`src/common/periph_macros.svh`:
```
// ~~~~~~~~~~~~~~~~~~~~~~~~~~~~~~
// Peripheral block widths
// Register word offsets
// Reset values and pad bit layout
// ~~~~~~~~~~~~~~~~~~~~~~~~~~~~~~

`ifndef PERIPH_MACROS_SVH
`define PERIPH_MACROS_SVH

// Bus widths
`define PERIPH_ADR_W   4
`define PERIPH_DATA_W  32

// Peripheral widths
`define DSP_OPERAND_W  16
`define PAD_STATE_W    16
`define FLASH_PINS     4

// Word offsets on the slave port
`define REG_STATUS     4'd0
`define REG_DSP_A      4'd1
`define REG_DSP_B      4'd2
`define REG_DSP_RESULT 4'd3
`define REG_PAD_CTRL   4'd4
`define REG_PAD_DATA   4'd5
`define REG_FLASH_CTRL 4'd6

// LED status after reset, red on
`define STATUS_RESET   2'b01

// Gamepad latch layout
`define PAD_BIT_B      0
`define PAD_BIT_RIGHT  6
`define PAD_BIT_LEFT   7

`endif

```
`src/common/periph_pkg.sv`:
```
// ~~~~~~~~~~~~~~~~~~~~~~~~~~~~~~
// Peripheral types
// Flash control and DSP operand fields
// Bus write word union
// ~~~~~~~~~~~~~~~~~~~~~~~~~~~~~~

`include "periph_macros.svh"

package periph_pkg;

    // Flash bit-bang control word
    typedef struct packed {
        logic [15:0]              reserved_hi;
        logic                     active;
        logic [4:0]               reserved_mid;
        logic                     csn;
        logic                     clk;
        logic [`FLASH_PINS-1:0]   in_en;
        logic [`FLASH_PINS-1:0]   din;
    } flash_ctrl_fields_t;

    // Multiplier operand word, low half only
    typedef struct packed {
        logic [`PERIPH_DATA_W-`DSP_OPERAND_W-1:0] reserved;
        logic [`DSP_OPERAND_W-1:0]                operand;
    } dsp_operand_fields_t;

    // Same write word as seen by each peripheral
    typedef union packed {
        logic [`PERIPH_DATA_W-1:0] raw;
        flash_ctrl_fields_t        flash;
        dsp_operand_fields_t       dsp;
    } wdata_u;

endpackage

```
`src/design/dsp_mult.sv`:
```
// ~~~~~~~~~~~~~~~~~~~~~~~~~~~~~~
// Signed 16x16 multiplier
// Operand registers and product register
// ~~~~~~~~~~~~~~~~~~~~~~~~~~~~~~

`timescale 1ns/1ps

`include "periph_macros.svh"

module dsp_mult (
    input  logic                      vdp_clk,
    input  periph_pkg::wdata_u        wdata,
    input  logic                      dsp_a_we,
    input  logic                      dsp_b_we,
    output logic [`PERIPH_DATA_W-1:0] dsp_result
);
    logic signed [`DSP_OPERAND_W-1:0]   mult_a;
    logic signed [`DSP_OPERAND_W-1:0]   mult_b;
    logic signed [2*`DSP_OPERAND_W-1:0] product;

    // Both operands signed, full width product
    assign product = mult_a * mult_b;

    // Kept flat so operand and output FFs map into the MAC block
    always_ff @(posedge vdp_clk) begin
        if (dsp_a_we) begin
            mult_a <= wdata.dsp.operand;
        end

        if (dsp_b_we) begin
            mult_b <= wdata.dsp.operand;
        end

        dsp_result <= product;
    end

endmodule

```
`src/design/mmio_decoder.sv`:
```
// ~~~~~~~~~~~~~~~~~~~~~~~~~~~~~~
// Wishbone classic slave port
// Offset decode, read mux, LED status register
// ~~~~~~~~~~~~~~~~~~~~~~~~~~~~~~

`timescale 1ns/1ps

`include "periph_macros.svh"

module mmio_decoder (
    input  logic                      vdp_clk,
    input  logic                      vdp_reset,
    input  logic                      wb_cyc,
    input  logic                      wb_stb,
    input  logic                      wb_we,
    input  logic [`PERIPH_ADR_W-1:0]  wb_adr,
    input  logic [`PERIPH_DATA_W-1:0] wb_dat_w,
    input  logic [`PERIPH_DATA_W-1:0] dsp_result,
    input  logic                      pad_bit,
    input  logic [`FLASH_PINS-1:0]    flash_pins,
    output logic [`PERIPH_DATA_W-1:0] wb_dat_r,
    output logic                      wb_ack,
    output periph_pkg::wdata_u        wdata,
    output logic                      dsp_a_we,
    output logic                      dsp_b_we,
    output logic                      pad_ctrl_we,
    output logic                      flash_ctrl_we,
    output logic                      led_r,
    output logic                      led_b
);
    logic                      req;
    logic                      wr_req;
    logic                      status_we;
    logic [1:0]                status;
    logic [`PERIPH_DATA_W-1:0] rd_sel;

    // New request only while no ack is pending
    assign req = wb_cyc && wb_stb && !wb_ack;
    assign wr_req = req && wb_we;

    // Master holds dat_w through the ack cycle
    assign wdata.raw = wb_dat_w;

    assign led_r = status[0];
    assign led_b = status[1];

    // Ack and write strobes share the same cycle
    always_ff @(posedge vdp_clk) begin
        if (vdp_reset) begin
            wb_ack <= 1'b0;
            status_we <= 1'b0;
            dsp_a_we <= 1'b0;
            dsp_b_we <= 1'b0;
            pad_ctrl_we <= 1'b0;
            flash_ctrl_we <= 1'b0;
        end else begin
            wb_ack <= req;
            status_we <= wr_req && (wb_adr == `REG_STATUS);
            dsp_a_we <= wr_req && (wb_adr == `REG_DSP_A);
            dsp_b_we <= wr_req && (wb_adr == `REG_DSP_B);
            pad_ctrl_we <= wr_req && (wb_adr == `REG_PAD_CTRL);
            flash_ctrl_we <= wr_req && (wb_adr == `REG_FLASH_CTRL);
        end
    end

    always_ff @(posedge vdp_clk) begin
        if (vdp_reset) begin
            status <= `STATUS_RESET;
        end else if (status_we) begin
            status <= wb_dat_w[1:0];
        end
    end

    // Write-only and unmapped offsets read zero
    always_comb begin
        rd_sel = '0;
        case (wb_adr)
            `REG_STATUS:     rd_sel[1:0] = status;
            `REG_DSP_RESULT: rd_sel = dsp_result;
            `REG_PAD_DATA:   rd_sel[0] = pad_bit;
            `REG_FLASH_CTRL: rd_sel[`FLASH_PINS-1:0] = flash_pins;
            default:         rd_sel = '0;
        endcase
    end

    always_ff @(posedge vdp_clk) begin
        if (req) begin
            wb_dat_r <= rd_sel;
        end
    end

    a_ack_needs_req: assert property (@(posedge vdp_clk) disable iff (vdp_reset)
        $rose(wb_ack) |-> $past(wb_cyc && wb_stb));

    a_one_strobe: assert property (@(posedge vdp_clk) disable iff (vdp_reset)
        (dsp_a_we || dsp_b_we || pad_ctrl_we || flash_ctrl_we) |->
            (wb_ack && $onehot0({dsp_a_we, dsp_b_we, pad_ctrl_we, flash_ctrl_we})));

endmodule

```
`src/design/periph_top.sv`:
```
// ~~~~~~~~~~~~~~~~~~~~~~~~~~~~~~
// Peripheral block top level
// Decoder, multiplier, gamepad and flash control
// ~~~~~~~~~~~~~~~~~~~~~~~~~~~~~~

`timescale 1ns/1ps

`include "periph_macros.svh"

module periph_top (
    input  logic                      vdp_clk,
    input  logic                      vdp_reset,

    input  logic                      wb_cyc,
    input  logic                      wb_stb,
    input  logic                      wb_we,
    input  logic [`PERIPH_ADR_W-1:0]  wb_adr,
    input  logic [`PERIPH_DATA_W-1:0] wb_dat_w,
    output logic [`PERIPH_DATA_W-1:0] wb_dat_r,
    output logic                      wb_ack,

    input  logic                      btn_1,
    input  logic                      btn_2,
    input  logic                      btn_3,
    output logic                      led_r,
    output logic                      led_b,

    output logic                      flash_clk,
    output logic                      flash_csn,
    output logic [`FLASH_PINS-1:0]    flash_din,
    output logic [`FLASH_PINS-1:0]    flash_in_en,
    input  logic [`FLASH_PINS-1:0]    flash_dout
);
    import periph_pkg::*;

    wdata_u                    wdata;
    logic                      dsp_a_we;
    logic                      dsp_b_we;
    logic                      pad_ctrl_we;
    logic                      flash_ctrl_we;
    logic [`PERIPH_DATA_W-1:0] dsp_result;
    logic                      pad_bit;
    logic [`FLASH_PINS-1:0]    flash_pins;

    mmio_decoder decoder (
        .vdp_clk(vdp_clk),
        .vdp_reset(vdp_reset),
        .wb_cyc(wb_cyc),
        .wb_stb(wb_stb),
        .wb_we(wb_we),
        .wb_adr(wb_adr),
        .wb_dat_w(wb_dat_w),
        .dsp_result(dsp_result),
        .pad_bit(pad_bit),
        .flash_pins(flash_pins),
        .wb_dat_r(wb_dat_r),
        .wb_ack(wb_ack),
        .wdata(wdata),
        .dsp_a_we(dsp_a_we),
        .dsp_b_we(dsp_b_we),
        .pad_ctrl_we(pad_ctrl_we),
        .flash_ctrl_we(flash_ctrl_we),
        .led_r(led_r),
        .led_b(led_b)
    );

    dsp_mult mult (
        .vdp_clk(vdp_clk),
        .wdata(wdata),
        .dsp_a_we(dsp_a_we),
        .dsp_b_we(dsp_b_we),
        .dsp_result(dsp_result)
    );

    pad_shifter pad (
        .vdp_clk(vdp_clk),
        .vdp_reset(vdp_reset),
        .wdata(wdata),
        .pad_ctrl_we(pad_ctrl_we),
        .btn_1(btn_1),
        .btn_2(btn_2),
        .btn_3(btn_3),
        .pad_bit(pad_bit)
    );

    flash_ctrl flash (
        .vdp_clk(vdp_clk),
        .vdp_reset(vdp_reset),
        .wdata(wdata),
        .flash_ctrl_we(flash_ctrl_we),
        .flash_dout(flash_dout),
        .flash_clk(flash_clk),
        .flash_csn(flash_csn),
        .flash_din(flash_din),
        .flash_in_en(flash_in_en),
        .flash_pins(flash_pins)
    );

endmodule

```
`src/flash/flash_ctrl.sv`:
```
// ~~~~~~~~~~~~~~~~~~~~~~~~~~~~~~
// Bit-bang quad flash control
// Pin gating and data pin sampling
// ~~~~~~~~~~~~~~~~~~~~~~~~~~~~~~

`timescale 1ns/1ps

`include "periph_macros.svh"

module flash_ctrl (
    input  logic                   vdp_clk,
    input  logic                   vdp_reset,
    input  periph_pkg::wdata_u     wdata,
    input  logic                   flash_ctrl_we,
    input  logic [`FLASH_PINS-1:0] flash_dout,
    output logic                   flash_clk,
    output logic                   flash_csn,
    output logic [`FLASH_PINS-1:0] flash_din,
    output logic [`FLASH_PINS-1:0] flash_in_en,
    output logic [`FLASH_PINS-1:0] flash_pins
);
    logic                   active_r;
    logic                   csn_r;
    logic                   clk_r;
    logic [`FLASH_PINS-1:0] in_en_r;
    logic [`FLASH_PINS-1:0] din_r;

    always_ff @(posedge vdp_clk) begin
        if (flash_ctrl_we) begin
            csn_r <= wdata.flash.csn;
            clk_r <= wdata.flash.clk;
            in_en_r <= wdata.flash.in_en;
            din_r <= wdata.flash.din;
        end
    end

    // Pin enable, cleared on reset
    always_ff @(posedge vdp_clk) begin
        if (vdp_reset) begin
            active_r <= 1'b0;
        end else if (flash_ctrl_we) begin
            active_r <= wdata.flash.active;
        end
    end

    // Idle pins while software has not taken the bus
    assign flash_csn = active_r ? csn_r : 1'b1;
    assign flash_clk = active_r ? clk_r : 1'b0;
    assign flash_in_en = active_r ? in_en_r : '0;
    assign flash_din = active_r ? din_r : '0;

    // Sampled every cycle for read-back
    always_ff @(posedge vdp_clk) begin
        flash_pins <= flash_dout;
    end

    // Releasing the bus drops all drivers by the next cycle
    a_idle_after_release: assert property (@(posedge vdp_clk) disable iff (vdp_reset)
        (flash_ctrl_we && !wdata.flash.active) |=>
            ((flash_in_en == '0) && flash_csn && !flash_clk));

endmodule

```
`src/pad/pad_shifter.sv`:
```
// ~~~~~~~~~~~~~~~~~~~~~~~~~~~~~~
// Gamepad control register
// Button latch and serial shift out
// ~~~~~~~~~~~~~~~~~~~~~~~~~~~~~~

`timescale 1ns/1ps

`include "periph_macros.svh"

module pad_shifter (
    input  logic               vdp_clk,
    input  logic               vdp_reset,
    input  periph_pkg::wdata_u wdata,
    input  logic               pad_ctrl_we,
    input  logic               btn_1,
    input  logic               btn_2,
    input  logic               btn_3,
    output logic               pad_bit
);
    logic                    pad_latch;
    logic                    pad_clk;
    logic                    pad_clk_r;
    logic                    clk_rise;
    logic [`PAD_STATE_W-1:0] latch_value;
    logic [`PAD_STATE_W-1:0] pad_state;

    // Bit 0 latch, bit 1 clock
    always_ff @(posedge vdp_clk) begin
        if (vdp_reset) begin
            pad_latch <= 1'b0;
            pad_clk <= 1'b0;
            pad_clk_r <= 1'b0;
        end else begin
            if (pad_ctrl_we) begin
                pad_latch <= wdata.raw[0];
                pad_clk <= wdata.raw[1];
            end
            pad_clk_r <= pad_clk;
        end
    end

    assign clk_rise = pad_clk && !pad_clk_r;

    // Three board buttons stand in for a real pad
    always_comb begin
        latch_value = '0;
        latch_value[`PAD_BIT_B] = btn_2;
        latch_value[`PAD_BIT_RIGHT] = btn_3;
        latch_value[`PAD_BIT_LEFT] = btn_1;
    end

    // Shift wins over a held latch
    always_ff @(posedge vdp_clk) begin
        if (vdp_reset) begin
            pad_state <= '0;
        end else if (clk_rise) begin
            pad_state <= {1'b0, pad_state[`PAD_STATE_W-1:1]};
        end else if (pad_latch) begin
            pad_state <= latch_value;
        end
    end

    assign pad_bit = pad_state[0];

endmodule

```
`config.mk`:
```
export PLATFORM = sky130hd
export DESIGN_NAME = periph_top
export DESIGN_NICKNAME = d
export VERILOG_FILES = /design/src/common/periph_pkg.sv /design/src/design/dsp_mult.sv /design/src/design/mmio_decoder.sv /design/src/design/periph_top.sv /design/src/flash/flash_ctrl.sv /design/src/pad/pad_shifter.sv
export VERILOG_INCLUDE_DIRS = /design/src /design/src/common
export SDC_FILE = /design/constraint.sdc
export NUM_CORES = 1
export LEC_CHECK = 0
export BUFFER_PORTS_ARGS = -buffer_cell sky130_fd_sc_hd__buf_4
export CORE_MARGIN = 1
export CORE_UTILIZATION = 55
export DETAILED_ROUTE_END_ITERATION = 16
export PLACE_DENSITY = 0.83
export RECOVER_POWER = 25
export SYNTH_ARGS = -nofsm -noshare
export SYNTH_HDL_FRONTEND = slang
export SYNTH_SLANG_ARGS = --single-unit
```
`constraint.sdc`:
```
create_clock -name vdp_clk -period 7.9 [get_ports vdp_clk]
set_clock_uncertainty 0.05 [all_clocks]
set_input_delay 2.37 -clock vdp_clk [delete_from_list [all_inputs] [get_ports vdp_clk]]
set_output_delay 2.37 -clock vdp_clk [all_outputs]
set_load 0.1 [all_outputs]
```
After elaboration in Yosys (flattened, before gate mapping)
Cells that the tools add are included.

Output and inout port bits: 45. Logic and storage cells: 51. Bits of input ports: 48. Register bits: 137.

Reductions and logical operators: 13. Equality and inequality tests: 6. Mux-type cells: 9. $mul: 1.

Operator list (number): $mul A16 B16 Y32 (1); $mux W15 (2); $eq A4 B3 Y1 const B (3); $logic_and A1 B1 Y1 (9); $eq A4 B2 Y1 const B (2); $mux W4 (2); $eq A4 B1 Y1 const B (1); $logic_not A4 Y1 (1); $pmux W1 S4 (1); $pmux W2 S2 (1); $pmux W1 S3 (1); $logic_not A1 Y1 (2); $mux W1 (2); $reduce_bool A2 Y1 (1).

Longest topological paths before layout
Gate-level depths: netlist of run 1.

Depth in word-level cells: 4. Gate-level depth with buffers: 24. Gate-level depth less buffers: 23.

Cells and area by module
A second synthesis of run 1 with hierarchy kept.

Cell total of the unflattened synthesis: 1358. Area, all modules: 14219.9 µm².

By module, submodules not included: dsp_mult (cells each 1146, seq. area each 1601.5 µm², instances 1, area an instance 11466.0 µm²); mmio_decoder (cells each 140, seq. area each 1121.1 µm², instances 1, area an instance 1830.5 µm²); flash_ctrl (cells each 28, seq. area each 400.4 µm², instances 1, area an instance 494.2 µm²); pad_shifter (cells each 44, seq. area each 220.2 µm², instances 1, area an instance 429.2 µm²).

Worst setup path after synthesis of run 1
No wires, ideal clock.

Path type: reg2reg. From: register mult.mult_b[7]. To: register mult.dsp_result[26]. Library setup time: 0.072 ns. Arrival time: 5.757 ns. Clock period less this slack: 5.879 ns. Required time: 7.778 ns. Setup slack: 2.021 ns. Cell stages (with the launch flop): 23. Buffers on the path: 2. Cells stage by stage: edfxtp_1 clkbuf_1 nand2_1 fa_1 inv_1 fa_1 inv_1 fa_1 inv_1 fa_1 fa_1 inv_1 fa_1 inv_1 ha_1 clkbuf_1 a2111o_1 nand2b_1 o211ai_2 a311o_1 a21o_1 a21oi_2 xnor2_1.

Longest elaborated chain between the ends: 1.

Ends and longest elaborated chain: from (decl) (line dsp_mult.sv:18) `` logic signed [`DSP_OPERAND_W-1:0] mult_b; ``; from (signal assigned) (line dsp_mult.sv:31) `mult_b <= wdata.dsp.operand;`; $mul A16 B16 Y32 (line dsp_mult.sv:22) `assign product = mult_a * mult_b;`; net mult.product[26] (line dsp_mult.sv:19) `` logic signed [2*`DSP_OPERAND_W-1:0] product; ``; to (signal assigned) (line dsp_mult.sv:34) `dsp_result <= product;`; to (decl) (line dsp_mult.sv:15) `` output logic [`PERIPH_DATA_W-1:0] dsp_result ``.

The timed path passes the listed nets, and every way through them passes these cells. A chain may end at the register's enable or synchronous reset.

Final worst setup path of run 1
From: register mult.mult_a[15]. To: register mult.dsp_result[31].

Longest elaborated chain between the ends: 1.

Ends and longest elaborated chain: from (decl) (line dsp_mult.sv:17) `` logic signed [`DSP_OPERAND_W-1:0] mult_a; ``; from (signal assigned) (line dsp_mult.sv:27) `mult_a <= wdata.dsp.operand;`; $mul A16 B16 Y32 (line dsp_mult.sv:22); net mult.product[31] (line dsp_mult.sv:19).

The timed path passes the listed nets, and every way through them passes these cells.

==> results of run 1 <==
==> worst register-to-register path, delay by kind of cell (launching register included) <==
| family | cells | cell delay, ns |
|---|---|---|
| compound gates | 2 | 0.29 |
| simple gates | 5 | 1.38 |
| buf+inv | 4 | 0.33 |
| fa+ha+maj | 7 | 3.76 |
| flops | 1 | 0.71 |
| xor+xnor | 1 | 0.13 |
==> report_power, final <==
group	switching, mW	internal, mW	total, mW
registers	0.0108	0.765	0.776
logic	0.195	0.122	0.317
clock network	0.378	0.424	0.802
total	0.583	1.31	1.89
==> cells in the mapped netlist, types with 2 or more instances <==
cell type / instances
inv_1: 317
fa_1: 262
and2_1: 157
nand2_1: 140
ha_1: 82
edfxtp_1: 74
dfxtp_1: 56
clkbuf_1: 41
nor2_1: 39
a21oi_1: 29
xnor2_1: 28
nand2b_1: 9
nor3_1: 9
a21o_1: 8
xor2_1: 8
mux2i_1: 7
nor3b_1: 7
o21ai_0: 7
and3_1: 5
nand3_1: 5
o21bai_1: 5
a211oi_1: 4
nor2b_1: 4
a31oi_1: 3
nand4_1: 3
o211ai_1: 3
o21a_1: 3
a211o_1: 2
a22o_1: 2
and3_4: 2
nor4_1: 2
==> worst min-delay path by stage <==
stage | startpoint | to | slack [ns] | depth (start not counted)
2_1_floorplan | pad.pad_state[1] | pad.pad_state[0] | 0.40 | 2
3_3_place_gp | pad.pad_state[2] | pad.pad_state[1] | 0.40 | 2
3_5_place_dp | pad.pad_state[1] | pad.pad_state[0] | 0.41 | 2
4_1_cts | pad.pad_state[1] | pad.pad_state[0] | 0.43 | 2
5_1_grt | pad.pad_clk | pad.pad_clk_r | 0.45 | 1
6_report | pad.pad_state[1] | pad.pad_state[0] | 0.43 | 2
==> final cells by class <==
cell class              count  area, µm²
flip-flops and latches    130       3340
clock inverters            15        159
repair buffers             80        593
inverters                 317       1190
clock buffers              17        425
fillers                  1904       9230
diodes                      1       2.50
well taps                 324        405
multi-input cells         853       9190
==> routing by layer <==
layer	up-vias	wire length, µm	track usage (%)
met1	4627	10900	28.8
met3	108	1990	5.17
met5	-	0	0
li1	4132	-	-
met4	0	1480	12.7
met2	387	15300	43.8
==> cell families (layout without fill, tap and decap cells) <==
| family | Yosys count | count (layout) | share of synthesized area, % |
|---|---|---|---|
| AND/OR/NAND/NOR | 387 | 387 | 14.3 |
| adder cells (fa/ha/maj) | 344 | 344 | 45.2 |
| other | 0 | 1 | 0 |
| flip-flops | 130 | 130 | 24.1 |
| multiplexers | 7 | 7 | 0.505 |
| buffers and inverters | 359 | 429 | 9.72 |
| XOR/XNOR | 36 | 36 | 2.27 |
| AO/OA/AOI/OAI | 79 | 79 | 3.90 |
==> flip-flops by register name (all words and copies together) (netlist names), 2 cells and up <==
name and count:
pad.pad_state 8, flash.din_r 4, flash.in_en_r 4, mult.mult_b 16
decoder.wb_dat_r 32, mult.dsp_result 32, mult.mult_a 16, decoder.status 2
flash.flash_pins 4
==> stage by stage <==
| stage | util (%) | total power, mW |
|---|---|---|
| after floorplan | - | 1.03 |
| after global placement | 60.0 | 1.09 |
| after detailed placement | 60.0 | 1.11 |
| after CTS | 62.4 | 1.91 |
| after global routing | 62.4 | 1.97 |
| final | 62.4 | 1.89 |
==> impl_metrics.yaml, run 1 <==
clock_network:
  tritoncts: "yes"
  cts-root-buf: "clkbuf_16"
  numCtsBuffers: 17
  cts_resized: 0
  cts.sinks: 130
  ctsHoldBuffers: 0
  post-cts-setup-buffers: 0
  insertion_delay_ns: 0.43
  cts_max_path_buffers: 2
  cts_max_level: 4
  path_clk_slew_ns: 0.07
timing:
  setup_violations: 0
  setup_slack_ns: 1.17
  maxSlewHeadroom_pct: 33.3
  fmax_mhz: 149
  finalSetupTns_ns: 0
  max_slew.worst_pin.slew_ns: 1.00
  rsz0062_at_grt: "false"
  final.period_utilization_pct: 85.2
  slew_viol_final: 0
  timing.final.hold_violations: 0
  hold_ws_ns: 0.427
  min_period_ns: 6.73
global_routing:
  antenna_found_initial: 1
  grt_max_degree: 33
  grt_pass1_wl_mm: 49.4
  grt.overflow.total: 0
  grt_use_total_pct: 24.9
  grt_pass1_vias: 10200
power_and_ir_drop:
  p_per_area_mw_per_mm2: 124
  vdd.ir_drop.worst_uv: 119
  power_leakage_nw: 7.37
placement:
  placedCellCount: 1704
  post_dp_cell_area_mm2: 0.0147
  place_congestion: 0.848
  hpwl_mm: 21.9
  portBuffers: 76
  place_worst_setup_slack_ns: 1.16
critical_path:
  r2r_slack_ns: 1.17
  path_buf_inv: 4
  cp_data_arrival_time_ns: 7.04
  r2r_end: "mult.dsp_result[31]"
  max_stage_delay_ns: 0.81
  cp-startpoint: "mult.mult_a[15]"
  worstSetupEndpointType: "flip-flop"
  cp_common_cell: "fa_1"
  crit_end: "mult.dsp_result[31]"
  startpoint_type: "flip-flop"
  cp_slowest_cell: "fa_1"
  cp.required_ns: 8.21
  crit_type: "reg -> reg"
  cp_top_family: "adder cells"
  path_depth: 19
  reg2reg_from: "mult.mult_a[15]"
  path_max_fanout: 16
  reg2reg_depth: 19
  crit_chain: "and2_1, inv_1, fa_1, inv_1, fa_1, inv_1, fa_1, fa_1, fa_1, fa_1, inv_1, ha_1, nand4_1, or4_1, nor3_1, nand3b_1, a31oi_1, o21bai_1, xnor2_1"
route:
  remaining_drc_errors: 0
  vias: 9254
  first_iter_violations: 655
  vias_per_cell: 5.33
  drt-total-wl_mm: 29.6
  route.detailed.wl_per_inst_um: 17.1
  firstDrtPassIters: 6
  ant_nets: 0
synthesis:
  synthTopCellsByArea: "fa_1 38%, edfxtp_1 16%, inv_1 8.6%"
  synthCells: 1342
  yosysSeqAreaShare_pct: 24.1
  yosysTopAreaCellShare_pct: 37.8
  syn_nets: 1734
  synthFlopType: "edfxtp_1"
  yosysWarnings: 0
  yosysTopAreaCell: "fa_1"
  syn_area_mm2: 0.0139
  ys_async_sr_fraction_pct: 0
  synth_edf_count: 74
  synth.avg_cell_area_um2: 10.3
  synthDistinctLibCells: 50
  ys_ff_latch: 130
floorplanning:
  ios: 93
  die_h_um: 161
  die-area_mm2: 0.0259
  start_util_pct: 56.5
  dieWidth_um: 161
  core-area_mm2: 0.0245
  std_cell_rows: 57
final_layout:
  area_growth_pct: 10.4
  fin_nets: 1791
  finalNonFillerCells: 1737
  drive_above_1_share_pct: 8.50
  mostFrequentLayoutCell: "inv_1"
  final_area_mm2: 0.0153
  final_cell_mix: "317 x inv_1, 262 x fa_1, 155 x and2_1, 140 x nand2_1, 82 x ha_1"
hold_path:
  hp-class: "reg -> reg"
run:
  cap_violations: 0
outcome:
  status: "completed"
No activity file was read; power rests on OpenSTA's default activity.
==> run 2, diff against run 1 <==
--- a/config.mk
+++ b/config.mk
@@ -6,12 +6,13 @@
 export SDC_FILE = /design/constraint.sdc
 export NUM_CORES = 1
 export LEC_CHECK = 0
-export BUFFER_PORTS_ARGS = -buffer_cell sky130_fd_sc_hd__buf_4
 export CORE_MARGIN = 1
 export CORE_UTILIZATION = 55
 export DETAILED_ROUTE_END_ITERATION = 16
-export PLACE_DENSITY = 0.83
+export DONT_BUFFER_PORTS = 1
+export PLACE_DENSITY = 0.79
 export RECOVER_POWER = 25
 export SYNTH_ARGS = -nofsm -noshare
 export SYNTH_HDL_FRONTEND = slang
+export SYNTH_HIERARCHICAL = 1
 export SYNTH_SLANG_ARGS = --single-unit
==> run 2 against run 1 <==
  * Non-clock buffer count down 78
  * Register-to-register slack better by 0.11 ns
  * Worst hold slack worse by 0.033 ns
  * Critical path depth down 1
  * Clock power down 0.6%
  * First-iteration DRC count down 7.3%
  * Sequential share of layout area up 0.78 points
  * Global-route usage down 0.094 points
  * Total power down 0.51%
  * Critical path type unchanged
==> impl_metrics.yaml, run 2 <==
outcome:
  status: "completed"
critical_path:
  crit_type: "reg -> reg"
  crit_chain: "nand2_1, inv_1, fa_1, fa_1, fa_1, fa_1, fa_1, inv_1, fa_1, inv_1, ha_1, a21o_1, o21bai_1, a21oi_1, o211ai_2, or2_1, a2111o_1, o211ai_2"
  worstSetupEndpointType: "flip-flop"
  cp_slowest_cell: "fa_1"
  path_max_fanout: 16
  max_stage_delay_ns: 0.80
  cp_data_arrival_time_ns: 6.91
  cp.required_ns: 8.20
  startpoint_type: "flip-flop"
  cp_common_cell: "fa_1"
clock_network:
  numCtsBuffers: 17
  cts.sinks: 130
  path_clk_slew_ns: 0.07
  ctsHoldBuffers: 0
  cts-root-buf: "clkbuf_16"
  post-cts-setup-buffers: 0
  cts_max_level: 4
  cts_max_path_buffers: 2
  tritoncts: "yes"
  cts_resized: 0
  insertion_delay_ns: 0.43
final_layout:
  reg_top3: "decoder/wb_dat_r x32, mult/dsp_result x32"
  antenna_cells: 0
  finalNonFillerCells: 1645
  area_growth_pct: 4.81
  fin_nets: 1694
  mostFrequentLayoutCell: "inv_1"
  final_cell_mix: "287 x inv_1, 262 x fa_1, 156 x and2_1, 135 x nand2_1, 82 x ha_1"
  drive_above_1_share_pct: 4.03
power_and_ir_drop:
  p_total_mw: 1.88
  p_int_mw: 1.32
  p_per_area_mw_per_mm2: 128
  power_leakage_nw: 6.94
  switchingPower_uw: 568
  seqPwrFrac_pct: 43.7
  netSwitchingFraction_pct: 30.1
  vdd.ir_drop.worst_uv: 95.7
  p_clk_share_pct: 42.3
  p_comb_share_pct: 13.9
global_routing:
  antenna_found_initial: 0
  grt_pass1_vias: 9978
  grt_use_total_pct: 24.8
  grt_pass1_wl_mm: 49.8
  grt_max_degree: 23
  grt.overflow.total: 0
timing:
  min_period_ns: 6.61
  timing.final.hold_violations: 0
  setup_violations: 0
  fmax_mhz: 151
  setup_slack_ns: 1.29
  max_slew.worst_pin.slew_ns: 1.03
  finalSetupTns_ns: 0
  rsz0062_at_grt: "false"
  final.period_utilization_pct: 83.7
  maxSlewHeadroom_pct: 31.0
  slew_viol_final: 0
synthesis:
  syn_area_mm2: 0.0141
  synth.avg_cell_area_um2: 10.5
  syn_nets: 1734
  synthCells: 1342
  yosysWarnings: 6
route:
  vias_per_cell: 5.44
  ant_nets: 0
  drt-total-wl_mm: 29.7
  first_iter_violations: 607
  firstDrtPassIters: 5
  route.detailed.wl_per_inst_um: 18.1
  remaining_drc_errors: 0
  vias: 8957
hold_path:
  hp-class: "reg -> reg"
placement:
  hpwl_mm: 22.1
  place_worst_setup_slack_ns: 1.39
  portBuffers: 0
  placedCellCount: 1613
  place_congestion: 0.876
floorplanning:
  core-area_mm2: 0.0252
  start_util_pct: 56.0
  die-area_mm2: 0.0263
  ios: 93
  std_cell_rows: 58
  die_h_um: 162
  dieWidth_um: 162
run:
  cap_violations: 0
==> run 2: area by class of cell <==
class                           count  area, µm²
Tap cell                          330        413
Sequential cell                   130       3340
Timing Repair Buffer                2       15.0
Multi-Input combinational cell    864       9350
Inverter                          287       1080
Clock inverter                     14        131
Fill cell                        1977      10400
Clock buffer                       18        450
==> run 2: per-layer routing <==
metal	routed length, µm	track usage (%)	vias up
met4	1100	10.3	0
met3	1990	5.11	77
met1	12100	31.3	4561
met2	14600	41.8	344
li1	-	-	3975
met5	0	0	-
==> run 2: worst max-delay path, delay by kind of cell (launching register included) <==
kind / cells / cell delay [ns]
fa+ha+maj: 7 / 3.73
compound gates: 6 / 1.31
flops: 1 / 0.70
simple gates: 2 / 0.53
buf+inv: 3 / 0.20
==> run 2: stage by stage <==
stage | instance area [µm²] | hold WS (ns) | utilization, %
2_1_floorplan | 14100 | 0.381 | -
3_3_place_gp | 14200 | 0.381 | 56.4
3_5_place_dp | 14200 | 0.389 | 56.4
4_1_cts | 14800 | 0.399 | 58.7
5_1_grt | 14800 | 0.405 | 58.7
6_report | 14800 | 0.395 | 58.7
==> run 2: power groups by stage <==
stage | logic, mW | clock network [mW] | registers (mW)
final | 0.263 | 0.797 | 0.824
after global routing | 0.299 | 0.835 | 0.829
after CTS | 0.262 | 0.813 | 0.825
after detailed placement | 0.258 | 0 | 0.840
after global placement | 0.249 | 0 | 0.839
after floorplan | 0.216 | 0 | 0.835
==> run 2: path summary, 6_finish.rpt <==
kind         cells after the start                   to              from  slack [ns]
max                             18  mult/dsp_result[25]   mult/mult_a[15]        1.29
min                              2     pad/pad_state[5]  pad/pad_state[6]        0.39
min reg2reg                      2     pad/pad_state[5]  pad/pad_state[6]        0.39
max reg2reg                     18  mult/dsp_result[25]   mult/mult_a[15]        1.29
==> run 3, diff against run 2 <==
--- a/config.mk
+++ b/config.mk
@@ -6,11 +6,12 @@
 export SDC_FILE = /design/constraint.sdc
 export NUM_CORES = 1
 export LEC_CHECK = 0
+export ABC_AREA = 1
 export CORE_MARGIN = 1
 export CORE_UTILIZATION = 55
 export DETAILED_ROUTE_END_ITERATION = 16
 export DONT_BUFFER_PORTS = 1
-export PLACE_DENSITY = 0.79
+export PLACE_DENSITY = 0.82
 export RECOVER_POWER = 25
 export SYNTH_ARGS = -nofsm -noshare
 export SYNTH_HDL_FRONTEND = slang
==> constraint.sdc (replaced) <==
create_clock -name vdp_clk -period 5.95 [get_ports vdp_clk]
set_clock_uncertainty 0.05 [all_clocks]
set_input_delay 1.785 -clock vdp_clk [delete_from_list [all_inputs] [get_ports vdp_clk]]
set_output_delay 1.785 -clock vdp_clk [all_outputs]
set_load 0.1 [all_outputs]
==> run 3 against run 2 <==
  * Sequential share of layout area shrank 2.1 points
  * Combinational power grew 72%
  * Core utilization grew 1.7 points
  * Register-to-register slack worse by 1.0 ns
  * Design area is 10% higher
  * Sequential power increased by 32%
  * Non-clock buffer count up 59
  * Synthesized cell count up 35%
  * Clock power rose by 28%
  * Critical path type unchanged
  * Critical endpoint is now mult/dsp_result[29]
  * Largest cell class unchanged
==> impl_metrics.yaml, run 3 <==
outcome:
  status: "completed"
timing:
  slew_viol_final: 0
  maxSlewHeadroom_pct: 32.3
  finalSetupTns_ns: 0
  min_period_ns: 5.71
  setup_violations: 0
  max_slew.worst_pin.slew_ns: 1.01
  timing.final.hold_violations: 0
  fmax_mhz: 175
  final.period_utilization_pct: 96.0
  setup_slack_ns: 0.239
power_and_ir_drop:
  vdd.ir_drop.worst_uv: 208
  p_total_mw: 2.56
  p_per_area_mw_per_mm2: 158
  power_leakage_nw: 9.15
clock_network:
  cts_max_path_buffers: 2
  path_clk_slew_ns: 0.06
  cts.sinks: 130
  numCtsBuffers: 17
  ctsHoldBuffers: 0
  tritoncts: "yes"
  cts-root-buf: "clkbuf_16"
  cts_max_level: 4
  insertion_delay_ns: 0.43
critical_path:
  path_max_fanout: 16
  cp.required_ns: 6.21
  crit_chain: "nand2_1, inv_1, fa_1, inv_1, fa_1, fa_1, fa_1, inv_1, fa_1, inv_1, fa_1, inv_1, ha_1, nand2_1, inv_1, a21oi_1, nand3_1, nand2_1, nand3b_1, nand2_1, nand2_1"
  r2r_end: "mult/dsp_result[29]"
  crit_type: "reg -> reg"
  worstSetupEndpointType: "flip-flop"
  startpoint_type: "flip-flop"
  cp_slowest_cell: "edfxtp_1"
  max_stage_delay_ns: 0.77
  r2r_slack_ns: 0.24
  reg2reg_from: "mult/mult_a[5]"
  reg2reg_depth: 21
  cp_data_arrival_time_ns: 5.97
global_routing:
  grt_pass1_wl_mm: 56.7
  grt.overflow.total: 0
  antenna_found_initial: 0
  grt_pass1_vias: 11900
  grt_max_degree: 33
  grt_use_total_pct: 26.0
floorplanning:
  die-area_mm2: 0.0282
  ios: 93
  die_h_um: 168
  start_util_pct: 56.1
  core-area_mm2: 0.0270
  dieWidth_um: 168
  std_cell_rows: 60
placement:
  portBuffers: 0
  hpwl_mm: 26.5
  place_worst_setup_slack_ns: 0.193
  place_congestion: 0.908
hold_path:
  holdPathEnd: "pad/pad_state[3]"
  hold_depth: 2
  hp-class: "reg -> reg"
  holdCritStartpoint: "pad/pad_state[4]"
route:
  remaining_drc_errors: 0
  vias_per_cell: 5.13
  route.detailed.wl_per_inst_um: 15.7
  first_iter_violations: 838
  firstDrtPassIters: 5
  vias: 11100
  drt-total-wl_mm: 34.0
  ant_nets: 0
final_layout:
  final_cell_mix: "528 x inv_1, 454 x nand2_1, 262 x fa_1, 83 x nor2_1, 82 x ha_1"
  area_growth_pct: 7.64
  multi_input_area_mm2: 0.00936
  fin_nets: 2198
  mostFrequentLayoutCell: "inv_1"
  drive_above_1_share_pct: 6.82
  fillers: 2256
  seqCellArea_mm2: 0.00334
  reg_top3: "decoder/wb_dat_r x32, mult/dsp_result x32"
  antenna_cells: 0
  final_util_pct: 60.4
synthesis:
  synth.avg_cell_area_um2: 8.38
  syn_area_mm2: 0.0151
  syn_nets: 2197
  yosysWarnings: 6
  synthCells: 1805
run:
  cap_violations: 0
run 3: layout make-up:
class,count,share of cell area [%]
Sequential cell,130,20.5
Multi-Input combinational cell,1058,57.5
Clock buffer,18,2.64
Timing Repair Buffer,61,3.48
Inverter,538,12.4
Clock inverter,14,0.792
Tap cell,341,2.62
run 3: how the worst max path moves through the flow:
stage / start / to / slack (ns) / cells after the start
final: mult/mult_a[5] / mult/dsp_result[29] / 0.24 / 21
after global routing: mult/mult_a[15] / mult/dsp_result[29] / -0.006 / 21
after CTS: mult/mult_b[4] / mult/dsp_result[29] / 0.16 / 20
after detailed placement: mult/mult_a[15] / mult/dsp_result[30] / 0.19 / 21
after global placement: mult/mult_b[4] / mult/dsp_result[30] / 0.30 / 18
after floorplan: mult/mult_a[15] / mult/dsp_result[23] / 0.51 / 19
run 3: stage by stage:
stage	hold WS [ns]	cell area, µm²	instances
2_1_floorplan	0.402	15100	1805
3_3_place_gp	0.406	15400	2091
3_5_place_dp	0.416	15400	2091
4_1_cts	0.424	15900	2123
5_1_grt	0.426	16300	2160
6_report	0.411	16300	2160
run 3: where the power goes:
part           switching [mW]  internal, mW
clock                   0.439         0.581
combinational           0.293         0.160
sequential             0.0787          1.01
total                   0.810          1.75
run 3: repair_timing:
| item | CTS | global route |
|---|---|---|
| resized for setup | 0 | 0 |
| setup endpoints to repair | 0 | 13 |
| buffers inserted | 0 | 37 |
run 3: layer usage:
layer  up-vias  track usage [%]  routed length, µm
met5         -                0                  0
met4         0             13.8               1620
met3       133             3.88               1960
met2       416             46.1              17500
met1      5375             30.6              13000
li1       5150                -                  -
run 3: critical path, delay by kind of cell, from the launching register on:
kind                       cells  cell delay, ns
AOI/OAI and AO/OA              1            0.28
and+or+nand+nor                7            0.94
adders and majority gates      7            3.15
buffers and inverters          6            0.38
DFF                            1            0.77
